===== src/mips_defines.svh =====
`ifndef MIPS_DEFINES_SVH
`define MIPS_DEFINES_SVH

// ---------------------------------------------------------------------------
// Core widths
// ---------------------------------------------------------------------------
`define MIPS_DATA_W     32
`define MIPS_REG_ADDR_W 5

// ---------------------------------------------------------------------------
// Memory map
// ---------------------------------------------------------------------------
`define MIPS_RESET_PC   32'h0040_0000 // Start of the text segment
`define MIPS_DMEM_DEPTH 256           // Data RAM size in words

`endif

===== src/mips_core_pkg.sv =====
`include "mips_defines.svh"

package mips_core_pkg;

	// ---------------------------------------------------------------------------
	// Datapath vectors
	// ---------------------------------------------------------------------------
	typedef logic [`MIPS_DATA_W-1:0]     word_t;
	typedef logic [`MIPS_DATA_W-1:0]     addr_t;    // Byte address
	typedef logic [`MIPS_REG_ADDR_W-1:0] reg_idx_t;

	// ---------------------------------------------------------------------------
	// Operand source for the execute stage
	// ---------------------------------------------------------------------------
	typedef enum logic [1:0] {
		FWD_NONE, // Value read from the register file in D
		FWD_MEM,  // Result of the instruction now in M
		FWD_WB    // Result of the instruction now in W
	} fwd_sel_t;

endpackage


===== src/mips_regfile.sv =====
`timescale 1ns/1ps

module mips_regfile import mips_core_pkg::*; (
	input  logic     clk,
	input  logic     arst_n,
	input  reg_idx_t rd_idx_a,
	input  reg_idx_t rd_idx_b,
	input  logic     we,
	input  reg_idx_t wr_idx,
	input  word_t    wr_data,
	output word_t    rd_data_a,
	output word_t    rd_data_b
);

	word_t regs [32];

	// Entry 0 is cleared by reset and never written
	always_ff @(posedge clk or negedge arst_n) begin
		if (!arst_n) begin
			for (int i = 0; i < 32; i++) begin
				regs[i] <= '0;
			end
		end else if (we && wr_idx != '0) begin
			regs[wr_idx] <= wr_data;
		end
	end

	// Same-cycle write is visible to the reader in D
	assign rd_data_a = (we && wr_idx != '0 && wr_idx == rd_idx_a) ? wr_data : regs[rd_idx_a];
	assign rd_data_b = (we && wr_idx != '0 && wr_idx == rd_idx_b) ? wr_data : regs[rd_idx_b];

endmodule


===== config.mk =====
export PLATFORM = sky130hd
export DESIGN_NAME = mips_regfile
export DESIGN_NICKNAME = d
export VERILOG_FILES = /design/src/mips_core_pkg.sv /design/src/mips_regfile.sv
export VERILOG_INCLUDE_DIRS = /design/src
export SDC_FILE = /design/constraint.sdc
export NUM_CORES = 2
export LEC_CHECK = 0
export BUFFER_PORTS_ARGS = -buffer_cell sky130_fd_sc_hd__buf_2
export CAP_MARGIN = 20
export CORE_AREA = 2 2 295 297
export DETAILED_ROUTE_END_ITERATION = 8
export DIE_AREA = 0 0 297 299
export GPL_ROUTABILITY_DRIVEN = 0
export PLACE_DENSITY_LB_ADDON = 0.05
export SLEW_MARGIN = 0
export SYNTH_ARGS = -nofsm -noshare
export SYNTH_HDL_FRONTEND = slang
export SYNTH_SLANG_ARGS = --single-unit

===== constraint.sdc =====
create_clock -name clk -period 2.6 [get_ports clk]
set_clock_uncertainty 0.05 [all_clocks]
set_input_delay 0.26 -clock clk [delete_from_list [all_inputs] [get_ports clk]]
set_output_delay 0.26 -clock clk [all_outputs]
set_load 0.005 [all_outputs]

==> metrics.txt <==
outcome complete, but fails checks; failing checks negative setup slack; R2R Setup Slk 1.62 ns; clock sinks 1,024; grt ovf 0; Max Freq 341 MHz; Hold Path Class in -> async; Final Hold Vio Count 0; Place WS -0.0289 ns; worst slew margin relative to its limit 47.1%; Worst EP required 2.29 ns; pin count of the biggest net entering global routing 86; vias per inst 7.32; pwr/cell area 764 nW/µm²; CP Launch Type flop; RSZ-0062 raised after global routing yes; Max IR drop VDD 592 µV; critical path type reg -> out; drt first pass iters 5; Crit. Startpoint regs[798]; Ys Warns 0; H-tree depth 3; vias in the first global route 37,600; ys flop type dfrtp_1; Setup TNS -0.520 ns; most frequent cells in the layout 1,024 x dfrtp_1, 905 x mux2_2, 511 x mux4_2; wire per inst 34.8 µm; DRC 0; Worst-path clk slew 0.06 ns; Final Max Tran Viols 0; syn_nets 3,533; Tcrit/Tclk final 113%; min Tclk post-route 2.94 ns; Routed WL 169 mm; Via Count 35,500; die area 88,800 µm²; WP data arrival 2.63 ns; I/O Pins 114; Num CTS Buffers 109; Yosys cell types 41; Clk Latency, worst-skew pair 0.69 ns; row cnt 108; worst-margin pin slew 0.794 ns; Final Setup Violations 4; first-pass GRT wire length 250 mm; Cell Area, Synth 53,400 µm²; Die W 297 µm; initial antenna violation count 3; max reg flops 1,024; Global Route Usage Sum 38.6%; Max clock buf depth 3; Die Ht 299 µm; EDFF count, synth 0; Leak 26.9 nW; Crit. End Element primary output; ys async rst share 100%; worst r2r src regs[735]; CTS tree done; Net count, final 3,648; port bufs 113; Layout area overhead 16.3%; commonest non-fill, non-tap cell in the layout dfrtp_1; DRT iter0 DRCs 3,713; worst-path maximum fanout 3; HPWL after DPL 105 mm; Max Cap Viol 0; layout cells sized above 1 59.4%; Detail Route Antenna Nets 0; sequential fraction of the synthesis area 48.0%; cell count after synthesis 3,483; number of synthesized register bits 1,024; Core ar. 85,900 µm²; Biggest register regs; Clock Tree Root clkbuf_16; Largest regs regs (1024); post-route setup slack -0.335 ns; Initial Util 62.2%; synthesized area per cell 15.3 µm²
==> cell usage after synthesis (all sizes together), types with 2 or more instances <==
cell	n	area share [%]
nand2	83	0.58
nand3b	7	0.098
buf	191	2.0
nor2	22	0.15
nor4	2	0.035
mux2i	6	0.11
nor2b	3	0.035
or4	62	0.87
xor2	4	0.066
mux2	993	21
a211oi	2	0.028
a221oi	2	0.033
and2	2	0.023
inv	3	0.021
or3b	2	0.033
xnor2	6	0.098
mux4	511	22
clkbuf	221	1.6
or3	3	0.035
o21ai	62	0.58
o22ai	248	2.9
nand3	10	0.094
dfrtp	1024	48
nor3b	4	0.056
==> layer usage <==
metal | track usage (%) | up-vias | share of wire (%)
met1 | 51.2 | 19200 | 38
met3 | 8.67 | 521 | 8.8
met4 | 18.9 | 0 | 5.2
met2 | 61.2 | 1955 | 48
met5 | 0 | - | 0
li1 | - | 13900 | -
==> metrics by stage <==
stage,util (%),cells,hold slack [ns],instance area (µm²),power (mW)
after global routing,72.3,4846,0.169,62100,49.2
after floorplan,-,3483,-0.0856,53400,27.4
after global placement,66.7,4619,0.261,57300,29.8
final,72.3,4848,0.128,62100,47.5
after detailed placement,66.7,4619,0.253,57300,30.5
after CTS,71.7,4828,0.131,61600,47.3
==> final timing paths <==
path / end / cells past startpoint
worst max-delay path: rd_data_a[30] / 6
worst min-delay path: regs[885] / 2
worst max register to register: regs[735] / 2
worst min register to register: regs[992] / 0
max in group asynchronous: regs[398] / 3
min in group clk: regs[737] / 2
==> cell type report <==
class | instances | area (µm²)
clock inverters | 47 | 661
well taps | 1155 | 1450
inverters | 3 | 11.3
diodes | 2 | 5.00
repair buffers | 416 | 4410
clock buffers | 157 | 3200
fillers | 5422 | 23800
multi-input cells | 2044 | 26800
flip-flops and latches | 1024 | 25600
==> what timing repair did <==
action | in CTS | in global routing
hold buffers | 1 | 0
endpoints found under the hold margin | 34 | 0
pin swaps | 32 | 42
resized for setup | 74 | 77
endpoints found under the setup margin | 35 | 55
setup buffers | 5 | 19
==> worst max-delay path, stage by stage, from the launching register on <==
cell and delay, ns:
dfrtp_1 0.40, mux4_2 0.46, mux4_2 0.49, nand2_2 0.09
nand3_2 0.08, mux2_4 0.30, buf_6 0.12
==> cells by family (layout without fill, tap and decap cells) <==
group / Yosys count / after routing / synth area share, %
AO/OA/AOI/OAI: 320 / 320 / 3.64
XOR/XNOR: 10 / 10 / 0.164
buffers and inverters: 415 / 623 / 3.56
flip-flops: 1024 / 1024 / 48.0
multiplexers: 1510 / 1510 / 42.6
other: 0 / 2 / 0
AND/OR/NAND/NOR: 204 / 204 / 2.07
==> power breakdown <==
group,internal [mW],switching [mW],leakage (nW)
clock network,10.0,6.63,1.90
registers,19.0,2.29,13.1
logic,5.95,3.60,11.9
Power figures use the tool's default switching activity.
