## src/mips_defines.svh

```systemverilog
`ifndef MIPS_DEFINES_SVH
`define MIPS_DEFINES_SVH

// ---------------------------------------------------------------------------
// Core widths
// ---------------------------------------------------------------------------
`define MIPS_DATA_W     32
`define MIPS_REG_ADDR_W 5

// ---------------------------------------------------------------------------
// Memory map
// ---------------------------------------------------------------------------
`define MIPS_RESET_PC   32'h0040_0000 // Start of the text segment
`define MIPS_DMEM_DEPTH 256           // Data RAM size in words

`endif
```

## src/mips_core_pkg.sv

```systemverilog
`include "mips_defines.svh"

package mips_core_pkg;

	// ---------------------------------------------------------------------------
	// Datapath vectors
	// ---------------------------------------------------------------------------
	typedef logic [`MIPS_DATA_W-1:0]     word_t;
	typedef logic [`MIPS_DATA_W-1:0]     addr_t;    // Byte address
	typedef logic [`MIPS_REG_ADDR_W-1:0] reg_idx_t;

	// ---------------------------------------------------------------------------
	// Operand source for the execute stage
	// ---------------------------------------------------------------------------
	typedef enum logic [1:0] {
		FWD_NONE, // Value read from the register file in D
		FWD_MEM,  // Result of the instruction now in M
		FWD_WB    // Result of the instruction now in W
	} fwd_sel_t;

endpackage

```

## src/mips_fetch.sv

```systemverilog
`timescale 1ns/1ps
`include "mips_defines.svh"

module mips_fetch import mips_core_pkg::*; (
	input  logic  clk,
	input  logic  arst_n,
	input  logic  jump,
	input  addr_t jump_target,
	input  logic  branch_taken,
	input  word_t branch_imm,
	output addr_t pc,
	output addr_t pc_plus4_x
);

	addr_t pc_plus4;
	addr_t pc_plus4_d;
	word_t imm_x;         // Sign-extended beq offset in X
	addr_t branch_target;
	addr_t pc_next;

	assign pc_plus4      = pc + 32'd4;
	assign branch_target = pc_plus4_x + {imm_x[29:0], 2'b00}; // Word offset to bytes

	// Branch in X is older than a jump in D
	always_comb begin
		if (branch_taken) begin
			pc_next = branch_target;
		end else if (jump) begin
			pc_next = jump_target;
		end else begin
			pc_next = pc_plus4;
		end
	end

	always_ff @(posedge clk or negedge arst_n) begin
		if (!arst_n) begin
			pc <= `MIPS_RESET_PC;
		end else begin
			pc <= pc_next;
		end
	end

	// Return address and offset follow the instruction to X
	always_ff @(posedge clk) begin
		pc_plus4_d <= pc_plus4;
		pc_plus4_x <= pc_plus4_d;
		imm_x      <= branch_imm;
	end

endmodule

```

## config.mk

```make
export PLATFORM = sky130hd
export DESIGN_NAME = mips_fetch
export DESIGN_NICKNAME = d
export VERILOG_FILES = /design/src/mips_core_pkg.sv /design/src/mips_fetch.sv
export VERILOG_INCLUDE_DIRS = /design/src
export SDC_FILE = /design/constraint.sdc
export NUM_CORES = 1
export LEC_CHECK = 0
export ABC_AREA = 1
export BUFFER_PORTS_ARGS = -buffer_cell sky130_fd_sc_hd__clkbuf_2
export CAP_MARGIN = 20
export CORE_MARGIN = 5
export CORE_UTILIZATION = 50
export DETAILED_ROUTE_END_ITERATION = 8
export PLACE_DENSITY = 0.77
export SKIP_CTS_REPAIR_TIMING = 1
export SLEW_MARGIN = 30
export SYNTH_ARGS = -nofsm -noshare
export SYNTH_HDL_FRONTEND = slang
export SYNTH_SLANG_ARGS = --single-unit
export TNS_END_PERCENT = 20
```

## constraint.sdc

```tcl
create_clock -name clk -period 1.9 [get_ports clk]
set_input_delay 0.285 -clock clk [delete_from_list [all_inputs] [get_ports clk]]
set_output_delay 0.285 -clock clk [all_outputs]
set_load 0.005 [all_outputs]
```

==> results.txt, run 1 <==
Crit path required time: 2.20 ns
fraction of power consumed by the clock network: 25.6%
achievable clock frequency: 541 MHz
area of placed instances: 0.00733 mm^2
summed instance area of the synthesized netlist: 0.00636 mm^2
syn nets: 989
worst-path cell with the longest stage delay: sky130_fd_sc_hd__fa_2
antenna cell count: 0
number of warnings reported in the yosys synthesis log: 0
DIE HEIGHT: 123 um
cell count after synthesis: 890
max cap viols: 0
Starting Density: 50.6%
P_sw: 0.00548 W
outcome: complete, no violations
max incr delay on CP: 0.36 ns
crit-path cells: ha_2, fa_2, nand3_1, nand3_2, nand2_1, nand2_2, a21oi_2, nand2_1, nand2_1, o21ai_0
net total in the final layout: 1,183
CP dominant cell by count: sky130_fd_sc_hd__nand2_1
DRC violations left: 0
CP arrival: 2.15 ns
Total Neg Setup Slack: 0 ns
Critical Path Sink Type: flip-flop
Pre-Repair DR Iteration Count: 5
clock slew seen by the registers of the worst setup and hold paths: 0.06 ns
Min Clock Period, post-route: 1.85 ns
leak pwr: 4.51 nW
antenna-violating nets left: 0
first-pass GRT wire length: 29,500 um
part of the cycle the worst path needs: 97.4%
vias: 6,294
overall overflow remaining after global route: 0
total die area: 0.0151 mm^2
Ports: 132
total of fill cells in the finished design: 1,030
maximum number of pins on one net before global-route repair: 28
number of antenna violations at the first check in global routing: 0
max-slew violation count: 0
routability-driven placement congestion ratio: 0.908
root buf cell: sky130_fd_sc_hd__clkbuf_16
category of the most critical setup path: reg -> reg
via-per-instance ratio: 4.96
design internal power: 0.00814 W
portion of total power attributed to combinational logic: 43.2%
number of buffers created by CTS: 17
fraction of layout instances using a drive strength above 1: 25.2%
mean post-synth cell area: 7.14 um^2
Worst Tran Pin Value: 0.633 ns
row count: 41
total design power: 0.0136 W
clock sinks: 126
power share of the sequential group: 31.2%
worst voltage drop across the vdd grid: 0.000766 V
switching share of total power: 40.3%
Max transition margin: 57.8%
dpl hpwl: 14,700 um
Fin. Hold Viols: 0
GRT Resource Usage Total: 26.0%
number of levels the H-tree was split into: 4
final design area excluding fillers: 0.00857 mm^2
vias in the first global route: 5,987
unrepaired setup endpoints after global routing: yes
Distinct cells, synth: 39
worst-skew pair later-pin latency: 0.43 ns
TritonCTS clock tree: yes
area inside the core boundary: 0.0126 mm^2
final count of negative-setup-slack endpoints: 0
Cell Pwr Density: 1590 mW/mm^2
clock tree skew after final layout: 0.0105 ns
# port buffers: 129
kind of path behind the tightest hold check: in -> reg
commonest cells after routing, fill and taps aside: sky130_fd_sc_hd__nand2_1 (272), sky130_fd_sc_hd__clkbuf_2 (129), sky130_fd_sc_hd__inv_1 (127)
Clock Tree Buf Depth: 2
number of violations reported at the end of detailed-routing iteration 0: 456
DRT Wirelength: 19,800 um
#FFs+latches synth: 126
wire length per cell after detailed routing: 15.6 um
fin util: 68.2%
chip width: 123 um
Critical Path Source Type: flip-flop
area delta synth->final: 34.8%
most common cell after layout, fill and taps aside: sky130_fd_sc_hd__nand2_1
register area share after synthesis: 42.2%
Crit Path Max Fanout: 5
[Yosys cell counts]
library cell / count / share of area (%)
sky130_fd_sc_hd__xnor2_1: 7 / 0.96
sky130_fd_sc_hd__inv_2: 1 / 0.059
sky130_fd_sc_hd__o2bb2ai_1: 3 / 0.41
sky130_fd_sc_hd__o211ai_1: 3 / 0.35
sky130_fd_sc_hd__nand2_1: 282 / 17
sky130_fd_sc_hd__nor3_2: 1 / 0.16
sky130_fd_sc_hd__nor4_2: 1 / 0.20
sky130_fd_sc_hd__buf_4: 3 / 0.35
sky130_fd_sc_hd__fa_1: 1 / 0.31
sky130_fd_sc_hd__o22ai_1: 5 / 0.49
sky130_fd_sc_hd__and2_1: 2 / 0.20
sky130_fd_sc_hd__nand3_1: 64 / 5.0
sky130_fd_sc_hd__nor2_2: 4 / 0.39
sky130_fd_sc_hd__nor2_4: 4 / 0.71
sky130_fd_sc_hd__nand3_2: 1 / 0.16
sky130_fd_sc_hd__nand2_4: 2 / 0.35
sky130_fd_sc_hd__dfstp_2: 1 / 0.41
sky130_fd_sc_hd__nand4_1: 6 / 0.59
sky130_fd_sc_hd__nand2_2: 2 / 0.20
sky130_fd_sc_hd__inv_1: 127 / 7.5
sky130_fd_sc_hd__dfrtp_1: 31 / 12
sky130_fd_sc_hd__clkbuf_8: 1 / 0.22
sky130_fd_sc_hd__dfxtp_1: 94 / 30
sky130_fd_sc_hd__a21oi_1: 29 / 2.3
sky130_fd_sc_hd__clkbuf_1: 8 / 0.47
sky130_fd_sc_hd__o21ai_0: 26 / 2.0
sky130_fd_sc_hd__xor2_1: 18 / 2.5
sky130_fd_sc_hd__nor2_1: 103 / 6.1
sky130_fd_sc_hd__a22oi_1: 1 / 0.12
sky130_fd_sc_hd__o21bai_1: 6 / 0.71
sky130_fd_sc_hd__a21o_1: 1 / 0.12
sky130_fd_sc_hd__dlygate4sd1_1: 1 / 0.14
sky130_fd_sc_hd__ha_1: 30 / 5.9
sky130_fd_sc_hd__buf_2: 1 / 0.079
sky130_fd_sc_hd__nand3b_1: 7 / 0.83
sky130_fd_sc_hd__nor3_1: 10 / 0.79
sky130_fd_sc_hd__o21ai_1: 1 / 0.079
sky130_fd_sc_hd__xor2_2: 1 / 0.26
sky130_fd_sc_hd__a21boi_1: 1 / 0.12
[worst max-delay path: cells and delay by family (launching register included)]
kind / cells / cell delay (ns)
AND/OR/NAND/NOR: 6 / 0.58
AO/OA/AOI/OAI: 2 / 0.27
flip-flops: 1 / 0.31
adder cells (fa/ha/maj): 2 / 0.56
[cell families (layout without fill, tap and decap cells)]
logic type | after synthesis | after routing | synth area share [%]
and+or+nand+nor | 489 | 489 | 32.3
buffers and inverters | 142 | 349 | 8.82
DFF | 126 | 126 | 42.2
AOI/OAI and AO/OA | 76 | 76 | 6.73
adders and majority gates | 31 | 31 | 6.22
xor gates and xnor gates | 26 | 26 | 3.70
[layout make-up]
cell class	count	area [um^2]	area share [%]
Timing Repair Buffer	189	1190	13.8
Sequential cell	126	2690	31.3
Clock inverter	11	161	1.88
Multi-Input combinational cell	622	3370	39.3
Inverter	128	480	5.61
Clock buffer	21	472	5.50
Tap cell	172	215	2.51
[final timing paths]
check,to,cells past startpoint,start,slack (ns)
worst min-delay path,pc[1]$_DFFE_PN0P_,3,jump_target[1],0.10
worst min register to register,pc_plus4_x[28]$_DFF_P_,0,pc_plus4_d[28]$_DFF_P_,0.32
min in group asynchronous,pc[23]$_DFF_PN0_,2,arst_n,0.41
worst max-delay path,pc[16]$_DFF_PN0_,10,pc_plus4_x[2]$_DFF_P_,0.05
max in group asynchronous,pc[8]$_DFF_PN0_,3,arst_n,0.95
worst max register to register,pc[16]$_DFF_PN0_,10,pc_plus4_x[2]$_DFF_P_,0.05
[sequential cells by signal (all words and copies together), names as in the netlist]
| register | flops |
|---|---|
| pc_plus4_d | 32 |
| pc | 32 |
| imm_x | 30 |
| pc_plus4_x | 32 |
[power by group through the flow]
stage          clock, W  sequential [W]  combinational [W]
2_1_floorplan         0         0.00410            0.00316
3_3_place_gp          0         0.00420            0.00515
3_5_place_dp          0         0.00424            0.00516
4_1_cts         0.00352         0.00420            0.00523
5_1_grt         0.00363         0.00434            0.00648
6_report        0.00349         0.00425            0.00588
[per-stage QoR]
stage	hold WS [ns]	cells	setup slack, ns
4_1_cts	-0.130	1233	-0.134
3_3_place_gp	0.310	1201	-0.0731
3_5_place_dp	0.312	1201	-0.0776
2_1_floorplan	-0.0106	890	0.0680
5_1_grt	0.105	1269	-0.0492
6_report	0.101	1269	0.0501
[routing by layer]
metal  track usage, %  share of wire [%]  vias up
met2             41.1                 46      259
met3             7.19                8.8       40
li1                 -                  -     3167
met4             9.80                2.4        0
met5                0                  0        -
met1             33.8                 42     2828
Power figures use the tool's default switching activity.
==> run 2: changes to the inputs <==
Settings changed: CORE_MARGIN 5 to 2.
==> run 2 against run 1 <==
Effect of this change: core utilization down 0.92 points; critical endpoint is now pc[10]$_DFF_PN0_; largest cell class unchanged; clock power fell by 5%; highest routed layer unchanged; clock-buffer cell count increased by 1; total power fell by 3.8%.
==> results.txt, run 2 (synthesis gave the netlist of run 1 again) <==
outcome: complete, no violations
power share of the sequential group: 32.5% (+1.3 points)
DRC violations left: 0 (unchanged)
part of the cycle the worst path needs: 97.3% (-0.11 points)
area delta synth->final: 32.4%
max incr delay on CP: 0.35 ns (about the same)
worst voltage drop across the vdd grid: 0.000763 V (-0.44%)
Cell Pwr Density: 1560 mW/mm^2 (-2.1%)
Crit path required time: 2.21 ns (about the same)
maximum number of pins on one net before global-route repair: 38 (+36%)
Clock Tree Buf Depth: 2 (unchanged)
Critical Path Source Type: flip-flop
root buf cell: sky130_fd_sc_hd__clkbuf_16
worst-path cell with the longest stage delay: sky130_fd_sc_hd__fa_2
design internal power: 0.00775 W (-4.8%)
category of the most critical setup path: reg -> reg
DRT Wirelength: 18,800 um (-4.9%)
via-per-instance ratio: 4.98 (+0.44%)
fraction of layout instances using a drive strength above 1: 22.5% (-2.7 points)
kind of path behind the tightest hold check: in -> reg
unrepaired setup endpoints after global routing: yes
switching share of total power: 40.9% (+0.60 points)
worst-skew pair later-pin latency: 0.43 ns (about the same)
achievable clock frequency: 541 MHz (+0.12%)
number of buffers created by CTS: 17 (unchanged)
Crit Path Max Fanout: 5 (unchanged)
commonest cells after routing, fill and taps aside: sky130_fd_sc_hd__nand2_1 (273), sky130_fd_sc_hd__clkbuf_2 (129), sky130_fd_sc_hd__inv_1 (127)
max-slew violation count: 0 (unchanged)
leak pwr: 4.41 nW (-2.3%)
number of levels the H-tree was split into: 4 (unchanged)
dpl hpwl: 13,800 um (-5.8%)
total instance count after detailed placement: 1,193 (-0.67%)
vias: 6,257 (-0.59%)
wire length per cell after detailed routing: 15.0 um (-3.9%)
P_sw: 0.00535 W (-2.4%)
chip width: 117 um (-4.9%)
Critical Path Sink Type: flip-flop
TritonCTS clock tree: yes
Fin. Hold Viols: 0 (unchanged)
Starting Density: 50.8% (+0.21 points)
Largest regs: pc (32), pc_plus4_d (32), pc_plus4_x (32)
final count of negative-setup-slack endpoints: 0 (unchanged)
crit-path cells: ha_2, fa_2, nand3_1, nand3_2, a21oi_1, buf_4, o21ai_0, a21oi_1, nor3_1
row count: 41 (unchanged)
fraction of power consumed by the clock network: 25.2% (-0.4 points)
clock slew seen by the registers of the worst setup and hold paths: 0.06 ns (about the same)
fin util: 67.3% (-0.92 points)
clock tree skew after final layout: 0.0135 ns (+0.00303 ns)
net total in the final layout: 1,170 (-1.1%)
area inside the core boundary: 0.0125 mm^2 (-0.41%)
number of antenna violations at the first check in global routing: 0 (unchanged)
combined buffer and inverter count along the critical path: 1 (+1)
routability-driven placement congestion ratio: 0.954 (+5.1%)
GRT Resource Usage Total: 27.3% (+1.4 points)
Pre-Repair DR Iteration Count: 5 (unchanged)
delay-heaviest family, CP: adder cells
DIE HEIGHT: 117 um (-4.9%)
portion of total power attributed to combinational logic: 42.3% (-0.9 points)
Max transition margin: 64.5% (+6.7 points)
number of violations reported at the end of detailed-routing iteration 0: 504 (+11%)
vias in the first global route: 5,848 (-2.3%)
Min Clock Period, post-route: 1.85 ns (-0.00216 ns)
antenna cell count: 0 (unchanged)
Ports: 132 (unchanged)
total of fill cells in the finished design: 1,090 (+5.8%)
max cap viols: 0 (unchanged)
Worst Tran Pin Value: 0.531 ns (-0.101 ns)
antenna-violating nets left: 0 (unchanged)
count of placed standard cells in the final layout, fillers left out: 1,256 (-1.0%)
total die area: 0.0136 mm^2 (-9.5%)
overall overflow remaining after global route: 0 (unchanged)
first-pass GRT wire length: 28,100 um (-4.8%)
clock sinks: 126 (unchanged)
CP dominant cell by count: sky130_fd_sc_hd__a21oi_1
CP arrival: 2.16 ns (about the same)
# port buffers: 129 (unchanged)
most common cell after layout, fill and taps aside: sky130_fd_sc_hd__nand2_1
[run 2: final cells by class]
type                            count  area, um^2  area share (%)
Timing Repair Buffer              176        1090            12.9
Clock buffer                       22         507            6.02
Sequential cell                   126        2690            31.9
Clock inverter                     10        98.8            1.17
Multi-Input combinational cell    622        3350            39.7
Tap cell                          172         215            2.56
Inverter                          128         480            5.71
[run 2: power groups by stage]
stage	sequential [W]	clock (W)	combinational, W
2_1_floorplan	0.00410	0	0.00316
3_3_place_gp	0.00421	0	0.00490
3_5_place_dp	0.00422	0	0.00497
4_1_cts	0.00418	0.00331	0.00503
5_1_grt	0.00435	0.00342	0.00616
6_report	0.00426	0.00330	0.00554
[run 2: worst min-delay path: stages]
cell,delay (ns)
sky130_fd_sc_hd__clkbuf_2,0.08
sky130_fd_sc_hd__nand3_1,0.07
sky130_fd_sc_hd__nand3_1,0.07
[run 2: stage by stage]
step	setup TNS (ns)	worst slack (ns)	hold slack, ns	power (W)	cell area, um^2
2_1_floorplan	0	0.0680	-0.0106	0.00726	6360
3_3_place_gp	-0.0332	-0.0332	0.254	0.00911	7270
3_5_place_dp	-0.129	-0.0576	0.263	0.00920	7270
4_1_cts	-0.268	-0.0761	-0.188	0.0125	7880
5_1_grt	-0.243	-0.0474	0.143	0.0139	8420
6_report	0	0.0522	0.116	0.0131	8420
[run 2: path summary, 6_finish.rpt]
path,from,to,slack [ns],cells past startpoint
max in group asynchronous,arst_n,pc[22]$_DFF_PN1_,0.96,3
min in group asynchronous,arst_n,pc[29]$_DFF_PN0_,0.35,2
min,jump_target[1],pc[1]$_DFFE_PN0P_,0.12,3
max,pc_plus4_x[2]$_DFF_P_,pc[10]$_DFF_PN0_,0.05,9
max reg2reg,pc_plus4_x[2]$_DFF_P_,pc[10]$_DFF_PN0_,0.05,9
min reg2reg,pc_plus4_d[29]$_DFF_P_,pc_plus4_x[29]$_DFF_P_,0.32,0
[run 2: routing by layer]
layer | up-vias | track usage, % | share of wire, %
li1 | 3138 | - | -
met1 | 2847 | 36.6 | 43
met2 | 240 | 43.4 | 47
met3 | 32 | 6.08 | 8.0
met4 | 0 | 10.7 | 2.4
met5 | - | 0 | 0
==> run 3: changes to the inputs <==
Settings changed: CORE_UTILIZATION 50 to 40, PLACE_DENSITY 0.77 to default, RECOVER_POWER from default to 50.
==> run 3 against run 2 <==
Effect of this change: clock skew is 0.0047 ns lower; first-iteration DRC count fell by 17%; sequential cell count is the same; via count decreased by 1.4%; clock power about the same; sequential power is 0.9% lower; fmax increased by 1.6%; register-to-register slack improved by 0.03 ns; core utilization decreased by 12 points; critical path depth increased by 1; die area rose by 24%; sequential share of layout area shrank 0.98 points.
==> results.txt, run 3 (synthesis gave the netlist of run 1 again) <==
leak pwr: 4.52 nW (+2.6%)
part of the cycle the worst path needs: 95.7% (-1.5 points)
DRC violations left: 0 (unchanged)
vias: 6,170 (-1.4%)
total design power: 0.0135 W (+2.8%)
Crit Path Max Fanout: 4 (-1)
total die area: 0.0169 mm^2 (+24%)
number of antenna violations at the first check in global routing: 1 (+1)
achievable clock frequency: 550 MHz (+1.6%)
number of violations reported at the end of detailed-routing iteration 0: 419 (-17%)
outcome: complete, no violations
met3 routed WL: 1120 um (-26%)
clock sinks: 126 (unchanged)
Worst Tran Pin Value: 0.889 ns (+0.358 ns)
footprint of the flip-flops and latches: 0.00269 mm^2 (unchanged)
first-pass GRT wire length: 29,900 um (+6.3%)
antenna-violating nets left: 0 (unchanged)
unrepaired setup endpoints after global routing: yes
Hold Slack: 0.111 ns (-0.00450 ns)
most common cell after layout, fill and taps aside: sky130_fd_sc_hd__nand2_1
uppermost metal layer occupied by signal nets: met4
Cell Pwr Density: 1550 mW/mm^2 (-0.38%)
kind of path behind the tightest hold check: in -> reg
worst voltage drop across the vdd grid: 0.000713 V (-6.5%)
Critical Path Source Type: flip-flop
GRT Resource Usage Total: 23.6% (-3.8 points)
Fin. Hold Viols: 0 (unchanged)
overall overflow remaining after global route: 0 (unchanged)
Max transition margin: 40.7% (-24 points)
wire length per cell after detailed routing: 14.7 um (-1.8%)
chip width: 130 um (+11%)
TritonCTS clock tree: yes
DP Worst Slack: -0.0861 ns (-0.0285 ns)
area of placed instances: 0.00747 mm^2 (+2.7%)
Ports: 132 (unchanged)
area inside the core boundary: 0.0157 mm^2 (+26%)
Clock Tree Buf Depth: 2 (unchanged)
CP arrival: 2.13 ns (-0.03 ns)
number of levels the H-tree was split into: 4 (unchanged)
Crit path required time: 2.21 ns (about the same)
fin util: 55.3% (-12 points)
worst-skew pair later-pin latency: 0.42 ns (about the same)
clock tree skew after final layout: 0.00883 ns (-0.00467 ns)
Starting Density: 40.5% (-10 points)
max cap viols: 0 (unchanged)
DIE HEIGHT: 130 um (+11%)
fraction of layout instances using a drive strength above 1: 25.1% (+2.6 points)
area taken by multi-input logic gates: 0.00342 mm^2 (+2.2%)
max-slew violation count: 0 (unchanged)
net total in the final layout: 1,191 (+1.8%)
clock slew seen by the registers of the worst setup and hold paths: 0.06 ns (about the same)
commonest cells after routing, fill and taps aside: sky130_fd_sc_hd__nand2_1 (272), sky130_fd_sc_hd__clkbuf_2 (129), sky130_fd_sc_hd__inv_1 (127)
vias in the first global route: 5,766 (-1.4%)
dpl hpwl: 15,100 um (+9.3%)
number of buffers created by CTS: 17 (unchanged)
# port buffers: 129 (unchanged)
routability-driven placement congestion ratio: 0.875 (-8.3%)
category of the most critical setup path: reg -> reg
row count: 46 (+12%)
DRT Wirelength: 19,500 um (+3.4%)
total of fill cells in the finished design: 1,530 (+40%)
worst-case setup margin in the final layout: 0.0811 ns (+0.0289 ns)
maximum number of pins on one net before global-route repair: 33 (-13%)
final count of negative-setup-slack endpoints: 0 (unchanged)
met2 layer wire length in the routed design: 8690 um (-1.5%)
final design area excluding fillers: 0.00869 mm^2 (+3.2%)
root buf cell: sky130_fd_sc_hd__clkbuf_16
Largest regs: pc (32), pc_plus4_d (32), pc_plus4_x (32)
Critical Path Sink Type: flip-flop
Pre-Repair DR Iteration Count: 5 (unchanged)
Min Clock Period, post-route: 1.82 ns (-0.0289 ns)
detailed-routing wirelength on met1: 9370 um (+16%)
area delta synth->final: 36.6%
via-per-instance ratio: 4.67 (-6.3%)
run 3: per-stage QoR:
stage                     cells  TNS (ns)
after floorplan             890         0
after detailed placement   1256    -0.151
final                      1322         0
after global placement     1256   -0.0772
after CTS                  1288    -0.353
after global routing       1321    -0.117
run 3: layout make-up:
| type | instances | share of cell area (%) |
|---|---|---|
| clock inverters | 10 | 1.61 |
| repair buffers | 197 | 14.2 |
| well taps | 216 | 3.11 |
| clock buffers | 22 | 5.23 |
| inverters | 128 | 5.53 |
| multi-input cells | 622 | 39.4 |
| diodes | 1 | 0.0288 |
| flip-flops and latches | 126 | 30.9 |
run 3: metal layers:
layer / GRT usage [%] / up-vias
met1: 33.4 / 2781
met2: 36.2 / 178
met3: 5.41 / 23
met4: 6.58 / 0
met5: 0 / -
li1: - / 3188
run 3: path summary, 6_finish.rpt:
kind | startpoint | end | slack [ns] | cells past startpoint
setup / recovery | pc_plus4_x[15]$_DFF_P_ | pc[25]$_DFF_PN0_ | 0.08 | 10
hold / removal | jump_target[19] | pc[19]$_DFF_PN0_ | 0.11 | 3
setup reg to reg | pc_plus4_x[15]$_DFF_P_ | pc[25]$_DFF_PN0_ | 0.08 | 10
hold reg to reg | pc_plus4_d[18]$_DFF_P_ | pc_plus4_x[18]$_DFF_P_ | 0.32 | 0
max in group asynchronous | arst_n | pc[20]$_DFF_PN0_ | 0.74 | 3
min in group asynchronous | arst_n | pc[27]$_DFF_PN0_ | 0.59 | 3
run 3: power breakdown:
group	internal, W	switching [W]	total, W
clock	0.00210	0.00120	0.00330
combinational	0.00239	0.00356	0.00595
sequential	0.00354	0.000673	0.00422
run 3: critical path: stages, from the launching register on:
cell and delay (ns):
sky130_fd_sc_hd__dfxtp_1 0.33, sky130_fd_sc_hd__ha_2 0.37, sky130_fd_sc_hd__nand2_1 0.14, sky130_fd_sc_hd__nor2_2 0.19, sky130_fd_sc_hd__inv_1 0.07, sky130_fd_sc_hd__o21bai_2 0.19
sky130_fd_sc_hd__nand2_1 0.09, sky130_fd_sc_hd__nand3_1 0.07, sky130_fd_sc_hd__nand2_1 0.05, sky130_fd_sc_hd__nand3_1 0.15, sky130_fd_sc_hd__nand2_1 0.07
