--- src/mips_defines.svh ---
`ifndef MIPS_DEFINES_SVH
`define MIPS_DEFINES_SVH

// ---------------------------------------------------------------------------
// Core widths
// ---------------------------------------------------------------------------
`define MIPS_DATA_W     32
`define MIPS_REG_ADDR_W 5

// ---------------------------------------------------------------------------
// Memory map
// ---------------------------------------------------------------------------
`define MIPS_RESET_PC   32'h0040_0000 // Start of the text segment
`define MIPS_DMEM_DEPTH 256           // Data RAM size in words

`endif
--- src/mips_core_pkg.sv ---
`include "mips_defines.svh"

package mips_core_pkg;

	// ---------------------------------------------------------------------------
	// Datapath vectors
	// ---------------------------------------------------------------------------
	typedef logic [`MIPS_DATA_W-1:0]     word_t;
	typedef logic [`MIPS_DATA_W-1:0]     addr_t;    // Byte address
	typedef logic [`MIPS_REG_ADDR_W-1:0] reg_idx_t;

	// ---------------------------------------------------------------------------
	// Operand source for the execute stage
	// ---------------------------------------------------------------------------
	typedef enum logic [1:0] {
		FWD_NONE, // Value read from the register file in D
		FWD_MEM,  // Result of the instruction now in M
		FWD_WB    // Result of the instruction now in W
	} fwd_sel_t;

endpackage

--- src/mips_isa_pkg.sv ---
package mips_isa_pkg;

	typedef logic [5:0] opcode_t; // Instruction bits 31:26
	typedef logic [5:0] funct_t;  // Instruction bits 5:0 for R-type

	// Major opcodes
	localparam opcode_t OP_RTYPE = 6'h00;
	localparam opcode_t OP_J     = 6'h02;
	localparam opcode_t OP_BEQ   = 6'h04;
	localparam opcode_t OP_ADDI  = 6'h08;
	localparam opcode_t OP_LW    = 6'h23;
	localparam opcode_t OP_SW    = 6'h2b;

	// R-type function codes
	localparam funct_t FN_ADD = 6'h20;
	localparam funct_t FN_SUB = 6'h22;
	localparam funct_t FN_AND = 6'h24;
	localparam funct_t FN_OR  = 6'h25;
	localparam funct_t FN_SLT = 6'h2a;

	// ALU operations
	typedef enum logic [2:0] {
		ALU_ADD,
		ALU_SUB, // Also used for the beq compare
		ALU_AND,
		ALU_OR,
		ALU_SLT  // Signed compare
	} alu_op_t;

endpackage

--- src/mips_control.sv ---
`timescale 1ns/1ps

module mips_control
	import mips_isa_pkg::*;
	import mips_core_pkg::*;
(
	input  logic     clk,
	input  logic     arst_n,
	input  word_t    instr,
	input  logic     zero,
	output reg_idx_t rs_idx,
	output reg_idx_t rt_idx,
	output word_t    imm,
	output alu_op_t  alu_op,
	output logic     alu_src_imm,
	output fwd_sel_t fwd_a,
	output fwd_sel_t fwd_b,
	output logic     mem_we,
	output logic     branch_taken,
	output logic     jump,
	output addr_t    jump_target,
	output logic     wb_from_mem,
	output logic     wb_en,
	output reg_idx_t wb_idx
);

	opcode_t  opcode;
	funct_t   funct;
	reg_idx_t rd_idx;
	logic     d_valid;      // Low after reset and for the slot behind a redirect

	// Decoded in D
	logic     reg_we_d;
	logic     mem_we_d;
	logic     mem_to_reg_d;
	logic     alu_src_imm_d;
	logic     beq_d;
	alu_op_t  alu_op_d;
	reg_idx_t dst_d;

	// X stage
	logic     x_valid;
	logic     x_reg_we;
	logic     x_mem_we;
	logic     x_mem_to_reg;
	logic     x_beq;
	reg_idx_t x_rs;
	reg_idx_t x_rt;
	reg_idx_t x_dst;

	// M stage
	logic     m_valid;
	logic     m_reg_we;
	logic     m_mem_we;
	logic     m_mem_to_reg;
	reg_idx_t m_dst;

	// W stage
	logic     w_valid;
	logic     w_reg_we;
	reg_idx_t w_dst;

	// ---------------------------------------------------------------------------
	// Decode
	// ---------------------------------------------------------------------------
	assign opcode      = instr[31:26];
	assign funct       = instr[5:0];
	assign rs_idx      = instr[25:21];
	assign rt_idx      = instr[20:16];
	assign rd_idx      = instr[15:11];
	assign imm         = {{16{instr[15]}}, instr[15:0]};
	assign jump_target = {4'h0, instr[25:0], 2'b00};

	always_comb begin
		reg_we_d      = 1'b0;
		mem_we_d      = 1'b0;
		mem_to_reg_d  = 1'b0;
		alu_src_imm_d = 1'b0;
		beq_d         = 1'b0;
		alu_op_d      = ALU_ADD;
		dst_d         = rt_idx;   // I-type default
		case (opcode)
			OP_RTYPE: begin
				dst_d    = rd_idx;
				reg_we_d = 1'b1;
				case (funct)
					FN_ADD:  alu_op_d = ALU_ADD;
					FN_SUB:  alu_op_d = ALU_SUB;
					FN_AND:  alu_op_d = ALU_AND;
					FN_OR:   alu_op_d = ALU_OR;
					FN_SLT:  alu_op_d = ALU_SLT;
					default: reg_we_d = 1'b0; // Unknown funct is a nop
				endcase
			end
			OP_ADDI: begin
				reg_we_d      = 1'b1;
				alu_src_imm_d = 1'b1;
			end
			OP_LW: begin
				reg_we_d      = 1'b1;
				alu_src_imm_d = 1'b1;
				mem_to_reg_d  = 1'b1;
			end
			OP_SW: begin
				mem_we_d      = 1'b1;
				alu_src_imm_d = 1'b1;
			end
			OP_BEQ: begin
				beq_d    = 1'b1;
				alu_op_d = ALU_SUB;
			end
			default: begin
			end
		endcase
		// r0 is never a destination, so nothing forwards from it either
		if (dst_d == '0) begin
			reg_we_d = 1'b0;
		end
	end

	// ---------------------------------------------------------------------------
	// Redirects
	// ---------------------------------------------------------------------------
	assign jump         = d_valid && (opcode == OP_J);
	assign branch_taken = x_valid && x_beq && zero;

	// ---------------------------------------------------------------------------
	// Stage control pipeline
	// ---------------------------------------------------------------------------
	always_ff @(posedge clk or negedge arst_n) begin
		if (!arst_n) begin
			d_valid      <= 1'b0;
			x_valid      <= 1'b0;
			x_reg_we     <= 1'b0;
			x_mem_we     <= 1'b0;
			x_mem_to_reg <= 1'b0;
			x_beq        <= 1'b0;
			x_rs         <= '0;
			x_rt         <= '0;
			x_dst        <= '0;
			alu_op       <= ALU_ADD;
			alu_src_imm  <= 1'b0;
			m_valid      <= 1'b0;
			m_reg_we     <= 1'b0;
			m_mem_we     <= 1'b0;
			m_mem_to_reg <= 1'b0;
			m_dst        <= '0;
			w_valid      <= 1'b0;
			w_reg_we     <= 1'b0;
			w_dst        <= '0;
		end else begin
			d_valid      <= !(jump || branch_taken);  // Squash the word fetched behind
			x_valid      <= d_valid && !branch_taken;
			x_reg_we     <= reg_we_d;
			x_mem_we     <= mem_we_d;
			x_mem_to_reg <= mem_to_reg_d;
			x_beq        <= beq_d;
			x_rs         <= rs_idx;
			x_rt         <= rt_idx;
			x_dst        <= dst_d;
			alu_op       <= alu_op_d;
			alu_src_imm  <= alu_src_imm_d;
			m_valid      <= x_valid;
			m_reg_we     <= x_reg_we;
			m_mem_we     <= x_mem_we;
			m_mem_to_reg <= x_mem_to_reg;
			m_dst        <= x_dst;
			w_valid      <= m_valid;
			w_reg_we     <= m_reg_we;
			w_dst        <= m_dst;
		end
	end

	assign mem_we      = m_valid && m_mem_we;
	assign wb_from_mem = m_mem_to_reg;
	assign wb_en       = w_valid && w_reg_we;
	assign wb_idx      = w_dst;

	// ---------------------------------------------------------------------------
	// Forwarding selects, youngest writer first
	// ---------------------------------------------------------------------------
	function automatic fwd_sel_t fwd_select(
		input reg_idx_t src,
		input logic     m_wr,
		input reg_idx_t m_idx,
		input logic     w_wr,
		input reg_idx_t w_idx
	);
		if (m_wr && m_idx == src) begin
			return FWD_MEM;
		end
		if (w_wr && w_idx == src) begin
			return FWD_WB;
		end
		return FWD_NONE;
	endfunction

	assign fwd_a = fwd_select(x_rs, m_valid && m_reg_we, m_dst, w_valid && w_reg_we, w_dst);
	assign fwd_b = fwd_select(x_rt, m_valid && m_reg_we, m_dst, w_valid && w_reg_we, w_dst);

endmodule

--- config.mk ---
export PLATFORM = sky130hd
export DESIGN_NAME = mips_control
export DESIGN_NICKNAME = d
export VERILOG_FILES = /design/src/mips_core_pkg.sv /design/src/mips_isa_pkg.sv /design/src/mips_control.sv
export VERILOG_INCLUDE_DIRS = /design/src
export SDC_FILE = /design/constraint.sdc
export NUM_CORES = 1
export LEC_CHECK = 0
export ABC_CLOCK_PERIOD_IN_PS = 1000
export CAP_MARGIN = 20
export CORE_MARGIN = 2
export CORE_UTILIZATION = 54
export DETAILED_ROUTE_END_ITERATION = 16
export DONT_BUFFER_PORTS = 1
export GPL_ROUTABILITY_DRIVEN = 0
export MAX_ROUTING_LAYER = met4
export PLACE_DENSITY_LB_ADDON = 0.1
export SLEW_MARGIN = 10
export SYNTH_ARGS = -nofsm -noshare
export SYNTH_HDL_FRONTEND = slang
export SYNTH_SLANG_ARGS = --single-unit
export TNS_END_PERCENT = 1
--- constraint.sdc ---
create_clock -name clk -period 1 [get_ports clk]
set_input_delay 0.15 -clock clk [delete_from_list [all_inputs] [get_ports clk]]
set_output_delay 0.15 -clock clk [all_outputs]
set_load 0.02 [all_outputs]
==> results of run 1 <==
synth_stat cells, drive strengths merged, types with 3 or more instances:
| cell | instances | share of area |
|---|---|---|
| dfrtp | 41 | 0.48 |
| and3 | 4 | 0.012 |
| mux2 | 5 | 0.026 |
| nor3 | 6 | 0.027 |
| nand2 | 6 | 0.014 |
| nor4 | 3 | 0.0088 |
| xnor2 | 16 | 0.066 |
| buf | 74 | 0.26 |
| xor2 | 4 | 0.016 |
| nor2 | 4 | 0.0070 |
| nand4 | 4 | 0.012 |
critical path: cells and delay by family, from the launching register on:
kind                      cells  cell delay (ns)
xor gates and xnor gates      1             0.16
buffers and inverters         1             0.18
DFF                           1             0.44
and+or+nand+nor               2             0.40
worst paths after layout:
check / slack, ns / to / cells after the start
max reg2reg: 0.24 / d_valid$_DFF_PN0_ / 2
min in group clk: 0.01 / d_valid$_DFF_PN0_ / 2
max in group asynchronous: 1.36 / wb_idx[3]$_DFF_PN0_ / 0
max: -0.62 / fwd_a[1] / 4
min: -0.45 / x_beq$_DFF_PN0_ / 0
min reg2reg: 0.35 / wb_from_mem$_DFF_PN0_ / 0
cell usage in the layout, fill, tap and decap left out, types with 2 or more instances in the layout:
cell           instances
a21oi_1                2
and3_1                 3
buf_4                  8
buf_6                  9
clkbuf_8               5
conb_1                 6
dfrtp_1               38
dfrtp_2                3
dlygate4sd3_1         23
mux2_2                 5
mux2i_1                2
nand2_1                4
nand2b_1               2
nand4_1                4
nor2_1                 4
nor3_4                 4
nor4_4                 2
or4_1                  2
xnor2_1               13
xnor2_2                3
xor2_1                 2
xor2_2                 2
power by group:
part / internal (mW) / switching [mW] / total, mW
sequential: 1.72 / 0.0609 / 1.78
combinational: 0.197 / 0.136 / 0.333
clock: 0.747 / 0.579 / 1.33
final cells by class:
| cell class | count | area, um2 |
|---|---|---|
| fillers | 310 | 1460 |
| clock inverters | 3 | 46.3 |
| clock buffers | 5 | 68.8 |
| multi-input cells | 77 | 677 |
| repair buffers | 40 | 392 |
| inverters | 2 | 10.0 |
| well taps | 48 | 60.1 |
| flip-flops and latches | 41 | 1030 |
per-layer routing:
metal | part of all wire | global-route usage
met1 | 0.38 | 0.212
met2 | 0.51 | 0.281
met3 | 0.10 | 0.0676
met4 | 0.0081 | 0.0842
met5 | 0 | -
timing repair:
item,CTS,global route
hold buffers,21,2
resized for setup,18,7
pin swaps,13,2
buffers inserted,1,1
endpoints found under the hold margin,59,42
endpoints found under the setup margin,13,13
metrics by stage:
| stage | total power, mW | hold WS, ns | setup TNS [ns] |
|---|---|---|---|
| final | 3.44 | -0.455 | -3.25 |
| after global routing | 3.58 | -0.479 | -4.11 |
| after CTS | 3.45 | -0.467 | -3.34 |
| after detailed placement | 2.03 | -0.145 | -1.75 |
| after global placement | 2.03 | -0.145 | -1.68 |
| after floorplan | 2.38 | -0.146 | -1.45 |
cell families after synthesis:
group	share of synthesized area
DFF	0.480
other	0.00175
AOI/OAI and AO/OA	0.0193
xor gates and xnor gates	0.0819
muxes	0.0357
and+or+nand+nor	0.118
buffers and inverters	0.263
==> flow_summary.ini, run 1 <==
[flow_run]
maxCapViolCount = 0

[placement]
port-buffer-count = 0
dpl.cell_count = 183
dp_hpwl_mm = 2.59
place_area_um2 = 1830
post-place-ws_ns = -0.398

[critical_path]
crit_path_end_kind = primary output
r2r_start = d_valid$_DFF_PN0_
crit_start = wb_idx[3]$_DFF_PN0_
path_cells = xnor2_1 -> nand4_1 -> nor4_4 -> buf_4
path_max_fanout = 3
crit_required_ns = 0.85
crit_path_max_incr_delay_ns = 0.44
cp_slowest_cell = dfrtp_2
arrival_ns = 1.47
worstSetupStartpointType = flip-flop
worstSetupPathType = reg2out

[logic_synthesis]
seq_area_frac_synth = 0.480
async_reset_ff_frac = 1.00
ys_warn_count = 0
synth_edf_count = 0
synth_cells = 189
avgSynthCellArea_um2 = 11.3
syn_area_um2 = 2140
synth-seq-cells = 41
ys.flop_type = dfrtp_1
ys_types = 30

[pwr]
leakage_nw = 0.997
pwr_density_cell_nw_per_um2 = 1510
ir_worst_vdd_mv = 0.750

[die]
die_w_um = 66.9
die_h_um = 66.9
fp.dieArea_um2 = 4480
ioPinCount = 127
start_util = 0.571
rows = 22
core_um2 = 3740

[cells_and_area]
drive_gt1_frac = 0.310
fin_area_um2 = 2280
instances_no_fill = 216
areaGrowthSynthToFinish_pct = 6.79
diodes = 0
finalNetCount = 202
final_util = 0.610

[sta]
fmax_mhz = 617
holdWs_ns = -0.455
postLayoutSetupSlackWorst_ns = -0.622
slew_violations = 0
rsz0062_at_grt = yes
fin_crit_ns = 1.62
setup_violations = 11
hold_viol = 41
fin_skew_ns = 0.00374
fin_crit_sh = 1.62

[detailed_routing]
vias_per_cell = 4.95
num_vias = 1070
ant_nets = 0
drt-initial-drc-count = 23
drc = 0
wirelength_mm = 3.60
dr.pass1.iters = 4
wl_per_cell_um = 16.6

[clock_tree]
cts.sinks = 41
root_buffer = clkbuf_8
clock_path_buffers = 2
insertion_delay_ns = 0.29
cts_buffers = 5
clk_pin_slew_ns = 0.08
cts_tree = built
htree_levels = 2

[global_route]
grt_max_degree = 42
grt_first_pass_wirelength_mm = 5.75
grt_overflow = 0
grt_pass1_vias = 1145
antenna_found_initial = 0
grtUsageTotal = 0.182

[worst_hold_path]
hold_class = in2async

[status]
violations = hold timing, setup timing
status = finished with violations
Power figures use the tool's default switching activity.
==> run 2: changes to the inputs <==
--- a/config.mk
+++ b/config.mk
@@ -6,8 +6,8 @@
 export SDC_FILE = /design/constraint.sdc
 export NUM_CORES = 1
 export LEC_CHECK = 0
-export ABC_CLOCK_PERIOD_IN_PS = 1000
-export CAP_MARGIN = 20
+export ABC_CLOCK_PERIOD_IN_PS = 1550
+export CAP_MARGIN = 0
 export CORE_MARGIN = 2
 export CORE_UTILIZATION = 54
 export DETAILED_ROUTE_END_ITERATION = 16
==> constraint.sdc (replaced) <==
create_clock -name clk -period 1.55 [get_ports clk]
set_input_delay 0.2325 -clock clk [delete_from_list [all_inputs] [get_ports clk]]
set_output_delay 0.2325 -clock clk [all_outputs]
set_load 0.02 [all_outputs]
==> run 2 against run 1 <==
Against the previous run:
- the flow finishes with violations (setup timing)
- combinational power fell by 44%
- critical path depth unchanged
- sequential share of layout area up 6.1 points
- clock-buffer cell count unchanged
- global-route usage is 0.45 points lower
- first-iteration DRC count decreased by 26%
- sequential power down 36%
- critical endpoint is now fwd_b[1]
- largest cell class unchanged
==> flow_summary.ini, run 2 (same netlist as run 1, synthesis figures left out) <==
[clock_tree]
cts_tree = built
insertion_delay_ns = 0.28
clock_path_buffers = 2
cts.sinks = 41
clk_pin_slew_ns = 0.07
root_buffer = clkbuf_8
htree_levels = 2
cts_buffers = 5

[die]
start_util = 0.571
die_w_um = 66.9
ioPinCount = 127
die_h_um = 66.9
rows = 22
fp.dieArea_um2 = 4480
core_um2 = 3740

[sta]
hold_viol = 0
fin_skew_ns = 0.00537
fmax_mhz = 605
postLayoutSetupSlackWorst_ns = -0.102
rsz0062_at_grt = yes
fin_crit_ns = 1.65
fin_crit_sh = 1.07
slew_violations = 0
setup_violations = 4

[critical_path]
worstSetupStartpointType = flip-flop
arrival_ns = 1.42
crit_path_end_kind = primary output
crit_required_ns = 1.32
crit_path_max_incr_delay_ns = 0.42
cp_num_buf_inv = 1
path_max_fanout = 3
path_cells = xnor2_1 -> nand4_1 -> nor4_2 -> buf_4
worstSetupPathType = reg2out
cp_slowest_cell = dfrtp_1
cp_top_family = flip-flops

[cells_and_area]
drive_gt1_frac = 0.217
finalNetCount = 188
diodes = 0
fin_area_um2 = 2000
fillers = 350
final_common_cell = dfrtp_1
mostFrequentLayoutCells = 41 x dfrtp_1, 16 x xnor2_1, 14 x dlygate4sd3_1, 10 x buf_4, 6 x conb_1
areaGrowthSynthToFinish_pct = -6.26
final_util = 0.535

[global_route]
grtUsageTotal = 0.178
grt_pass1_vias = 1096
grt_first_pass_wirelength_mm = 5.56
grt_max_degree = 42
grt_overflow = 0
antenna_found_initial = 0

[detailed_routing]
wl_per_cell_um = 17.4
wirelength_mm = 3.49
num_vias = 1018
dr.pass1.iters = 4
drc = 0
ant_nets = 0
vias_per_cell = 5.09
drt-initial-drc-count = 17

[pwr]
leakage_nw = 0.878
p_sw_mw = 0.457
power_frac_comb = 0.095
ir_worst_vdd_mv = 0.600
clockPowerShare = 0.320
p_seq_frac = 0.585
p_int_mw = 1.50
switching_share = 0.233
pwr_density_cell_nw_per_um2 = 976

[placement]
port-buffer-count = 0
post-place-ws_ns = 0.0659
place_area_um2 = 1750
dp_hpwl_mm = 2.47

[status]
status = finished with violations
violations = setup timing

[worst_hold_path]
hold_class = in2reg

[flow_run]
maxCapViolCount = 0
## run 2: stage by stage
| stage | setup TNS (ns) | power, mW | std cells | hold WS, ns |
|---|---|---|---|---|
| 2_1_floorplan | -0.112 | 1.53 | 194 | -0.0631 |
| 3_3_place_gp | 0 | 1.29 | 178 | -0.0620 |
| 3_5_place_dp | 0 | 1.29 | 178 | -0.0620 |
| 4_1_cts | -0.381 | 1.98 | 199 | 0.000528 |
| 5_1_grt | -0.755 | 2.05 | 200 | 0.0693 |
| 6_report | -0.294 | 1.96 | 200 | 0.0685 |
## run 2: final cells by class
type	instances	area, um2	area share
clock buffer	5	68.8	0.0343
clock inverter	1	5.00	0.00250
inverter	2	7.51	0.00375
multi-input combinational	77	591	0.295
sequential	41	1030	0.512
tap	48	60.1	0.0300
timing repair buffer	26	246	0.123
## run 2: layer usage
metal  global-route usage  vias to the layer above  share of wire
met1                0.206                      499           0.39
met5                    -                        -              0
met3               0.0541                        4          0.092
met4               0.0918                        0          0.015
met2                0.280                       56           0.50
li1                     -                      459              -
## run 2: power by group through the flow
stage,clock network (mW),logic [mW],registers (mW)
4_1_cts,0.645,0.187,1.14
6_report,0.626,0.186,1.14
3_5_place_dp,0,0.127,1.17
3_3_place_gp,0,0.127,1.16
2_1_floorplan,0,0.362,1.17
5_1_grt,0.692,0.205,1.15
## run 2: worst reg2reg max path: stages, from the launching register on
cell and delay (ns):
dfrtp_1 0.34, nor4b_2 0.19, buf_4 0.18, nor2_1 0.05
## run 2: worst paths after layout
check                                          from                  end  slack, ns  cells past startpoint
worst min register to register   x_dst[3]$_DFF_PN0_   m_dst[3]$_DFF_PN0_       0.35                      0
worst min-delay path                       instr[3]  alu_op[2]$_DFF_PN0_       0.07                      2
worst max register to register    d_valid$_DFF_PN0_    d_valid$_DFF_PN0_       0.67                      3
max in group asynchronous                    arst_n    x_rt[4]$_DFF_PN0_       0.94                      2
min in group asynchronous                    arst_n   x_mem_we$_DFF_PN0_       0.41                      2
worst max-delay path            wb_idx[4]$_DFF_PN0_             fwd_b[1]      -0.10                      4
## run 2: timing repair
action / 4_1_cts / 5_1_grt
endpoints found under the hold margin: 53 / 1
cloned: 0 / 0
setup endpoints to repair: 4 / 4
resized for setup: 2 / 0
buffers inserted: 1 / 0
hold buffers: 14 / 1
pin swaps: 9 / 1
==> run 3: changes to the inputs <==
--- a/config.mk
+++ b/config.mk
@@ -6,14 +6,13 @@
 export SDC_FILE = /design/constraint.sdc
 export NUM_CORES = 1
 export LEC_CHECK = 0
-export ABC_CLOCK_PERIOD_IN_PS = 1550
+export ABC_CLOCK_PERIOD_IN_PS = 1380
 export CAP_MARGIN = 0
 export CORE_MARGIN = 2
 export CORE_UTILIZATION = 54
 export DETAILED_ROUTE_END_ITERATION = 16
 export DONT_BUFFER_PORTS = 1
 export GPL_ROUTABILITY_DRIVEN = 0
-export MAX_ROUTING_LAYER = met4
 export PLACE_DENSITY_LB_ADDON = 0.1
 export SLEW_MARGIN = 10
 export SYNTH_ARGS = -nofsm -noshare
==> constraint.sdc (replaced) <==
create_clock -name clk -period 1.38 [get_ports clk]
set_input_delay 0.207 -clock clk [delete_from_list [all_inputs] [get_ports clk]]
set_output_delay 0.207 -clock clk [all_outputs]
set_load 0.02 [all_outputs]
==> run 3 against run 2 <==
Against the previous run:
- the run still ends with setup timing left
- clock-buffer cell count grew 1
- hold slack got worse by 0.036 ns
- first-iteration DRC count rose by 5.9%
- wire length shrank 2.0%
- register-to-register slack worse by 0.17 ns
- combinational power increased by 18%
- non-clock buffer count unchanged
- utilization grew 1.8 points
- highest routed layer unchanged
==> flow_summary.ini, run 3 (same netlist as run 1, synthesis figures left out) <==
[cells_and_area]
drive_gt1_frac = 0.234
fin_area_um2 = 2070
areaGrowthSynthToFinish_pct = -3.10
instances_no_fill = 202
finalNetCount = 188
fillers = 325
final_util = 0.553
diodes = 0
mostFrequentLayoutCells = 41 x dfrtp_1, 14 x xnor2_1, 14 x dlygate4sd3_1, 10 x buf_4, 6 x conb_1
seq_area_um2 = 1030
final_common_cell = dfrtp_1
multiInputGateArea_um2 = 621

[pwr]
leakage_nw = 0.916
clockPowerShare = 0.385
p_seq_frac = 0.525
power_frac_comb = 0.090
switching_share = 0.224
ir_worst_vdd_mv = 0.532
power_mw = 2.44
p_int_mw = 1.90
p_sw_mw = 0.546
pwr_density_cell_nw_per_um2 = 1180

[critical_path]
worstSetupStartpointType = flip-flop
crit_required_ns = 1.17
path_max_fanout = 2
worstSetupPathType = reg2out
cp_slowest_cell = dfrtp_1
path_cells = xnor2_1 -> nand4_1 -> nor3_4 -> buf_6
crit_path_end_kind = primary output
crit_path_max_incr_delay_ns = 0.43
arrival_ns = 1.50

[die]
core_um2 = 3740
ioPinCount = 127
start_util = 0.571
fp.dieArea_um2 = 4480
rows = 22
die_w_um = 66.9
die_h_um = 66.9

[detailed_routing]
drt-initial-drc-count = 18
wl_per_cell_um = 16.9
ant_nets = 0
drc = 0
vias_per_cell = 5.01
num_vias = 1012
dr.pass1.iters = 3
wirelength_mm = 3.42

[placement]
port-buffer-count = 0
dp_hpwl_mm = 2.50
place_area_um2 = 1770
dpl.cell_count = 177

[global_route]
grt_overflow = 0
grt_first_pass_wirelength_mm = 5.46
grt_max_degree = 42
grt_pass1_vias = 1063
antenna_found_initial = 0
grtUsageTotal = 0.170

[clock_tree]
cts.sinks = 41
insertion_delay_ns = 0.29
clock_path_buffers = 2
clk_pin_slew_ns = 0.08
htree_levels = 2
root_buffer = clkbuf_8
cts_tree = built
cts_buffers = 5

[sta]
postLayoutSetupSlackWorst_ns = -0.331
fin_crit_sh = 1.24
timing.setup.tns_ns = -1.18
slew_violations = 0
fin_skew_ns = 0.00759
fmax_mhz = 585
setup_violations = 4
fin_crit_ns = 1.71
hold_viol = 0
rsz0062_at_grt = yes

[flow_run]
maxCapViolCount = 0

[worst_hold_path]
hold_class = in2reg

[status]
violations = setup timing
status = finished with violations
## run 3: cell type report
type                    instances  share of cell area
inverters                       2             0.00362
clock inverters                 2              0.0187
clock buffers                   6              0.0350
multi-input cells              77               0.300
well taps                      48              0.0290
flip-flops and latches         41               0.495
repair buffers                 26               0.119
## run 3: metrics by stage
stage	setup WS [ns]	hold WS [ns]
3_5_place_dp	-0.0600	-0.0875
6_report	-0.331	0.0327
4_1_cts	-0.378	0.0263
2_1_floorplan	-0.0375	-0.0886
5_1_grt	-0.433	0.0254
3_3_place_gp	-0.0236	-0.0875
## run 3: repair_timing
action	in CTS	in global routing
pin swaps	13	4
cloned	0	0
setup buffers	1	1
hold buffers	15	0
endpoints found under the hold margin	53	0
resized for setup	1	2
setup endpoints to repair	4	4
## run 3: per-layer routing
| layer | wire, um | GRT usage | vias up |
|---|---|---|---|
| li1 | - | - | 461 |
| met4 | 60 | 0.0765 | 0 |
| met1 | 1330 | 0.198 | 486 |
| met2 | 1690 | 0.270 | 60 |
| met3 | 332 | 0.0760 | 5 |
| met5 | 0 | 0 | - |
## run 3: path summary, 6_finish.rpt
path / start / slack, ns / depth (start not counted) / endpoint
hold reg to reg: x_dst[1]$_DFF_PN0_ / 0.35 / 0 / m_dst[1]$_DFF_PN0_
hold / removal: instr[3] / 0.03 / 2 / alu_op[2]$_DFF_PN0_
min in group asynchronous: arst_n / 0.39 / 2 / x_reg_we$_DFF_PN0_
setup reg to reg: d_valid$_DFF_PN0_ / 0.50 / 3 / d_valid$_DFF_PN0_
setup / recovery: x_rt[3]$_DFF_PN0_ / -0.33 / 4 / fwd_b[0]
max in group asynchronous: arst_n / 0.80 / 2 / x_rs[4]$_DFF_PN0_
## run 3: power groups by stage
stage | sequential, mW | combinational [mW] | clock [mW]
after global placement | 1.31 | 0.148 | 0
after global routing | 1.29 | 0.241 | 1.04
after detailed placement | 1.31 | 0.149 | 0
after CTS | 1.28 | 0.216 | 0.969
final | 1.28 | 0.219 | 0.942
after floorplan | 1.31 | 0.411 | 0
## run 3: worst max-delay path: cells and delay by family, from the launching register on
family / cells / cell delay (ns)
and+or+nand+nor: 2 / 0.43
DFF: 1 / 0.43
buffers and inverters: 1 / 0.16
xor gates and xnor gates: 1 / 0.19
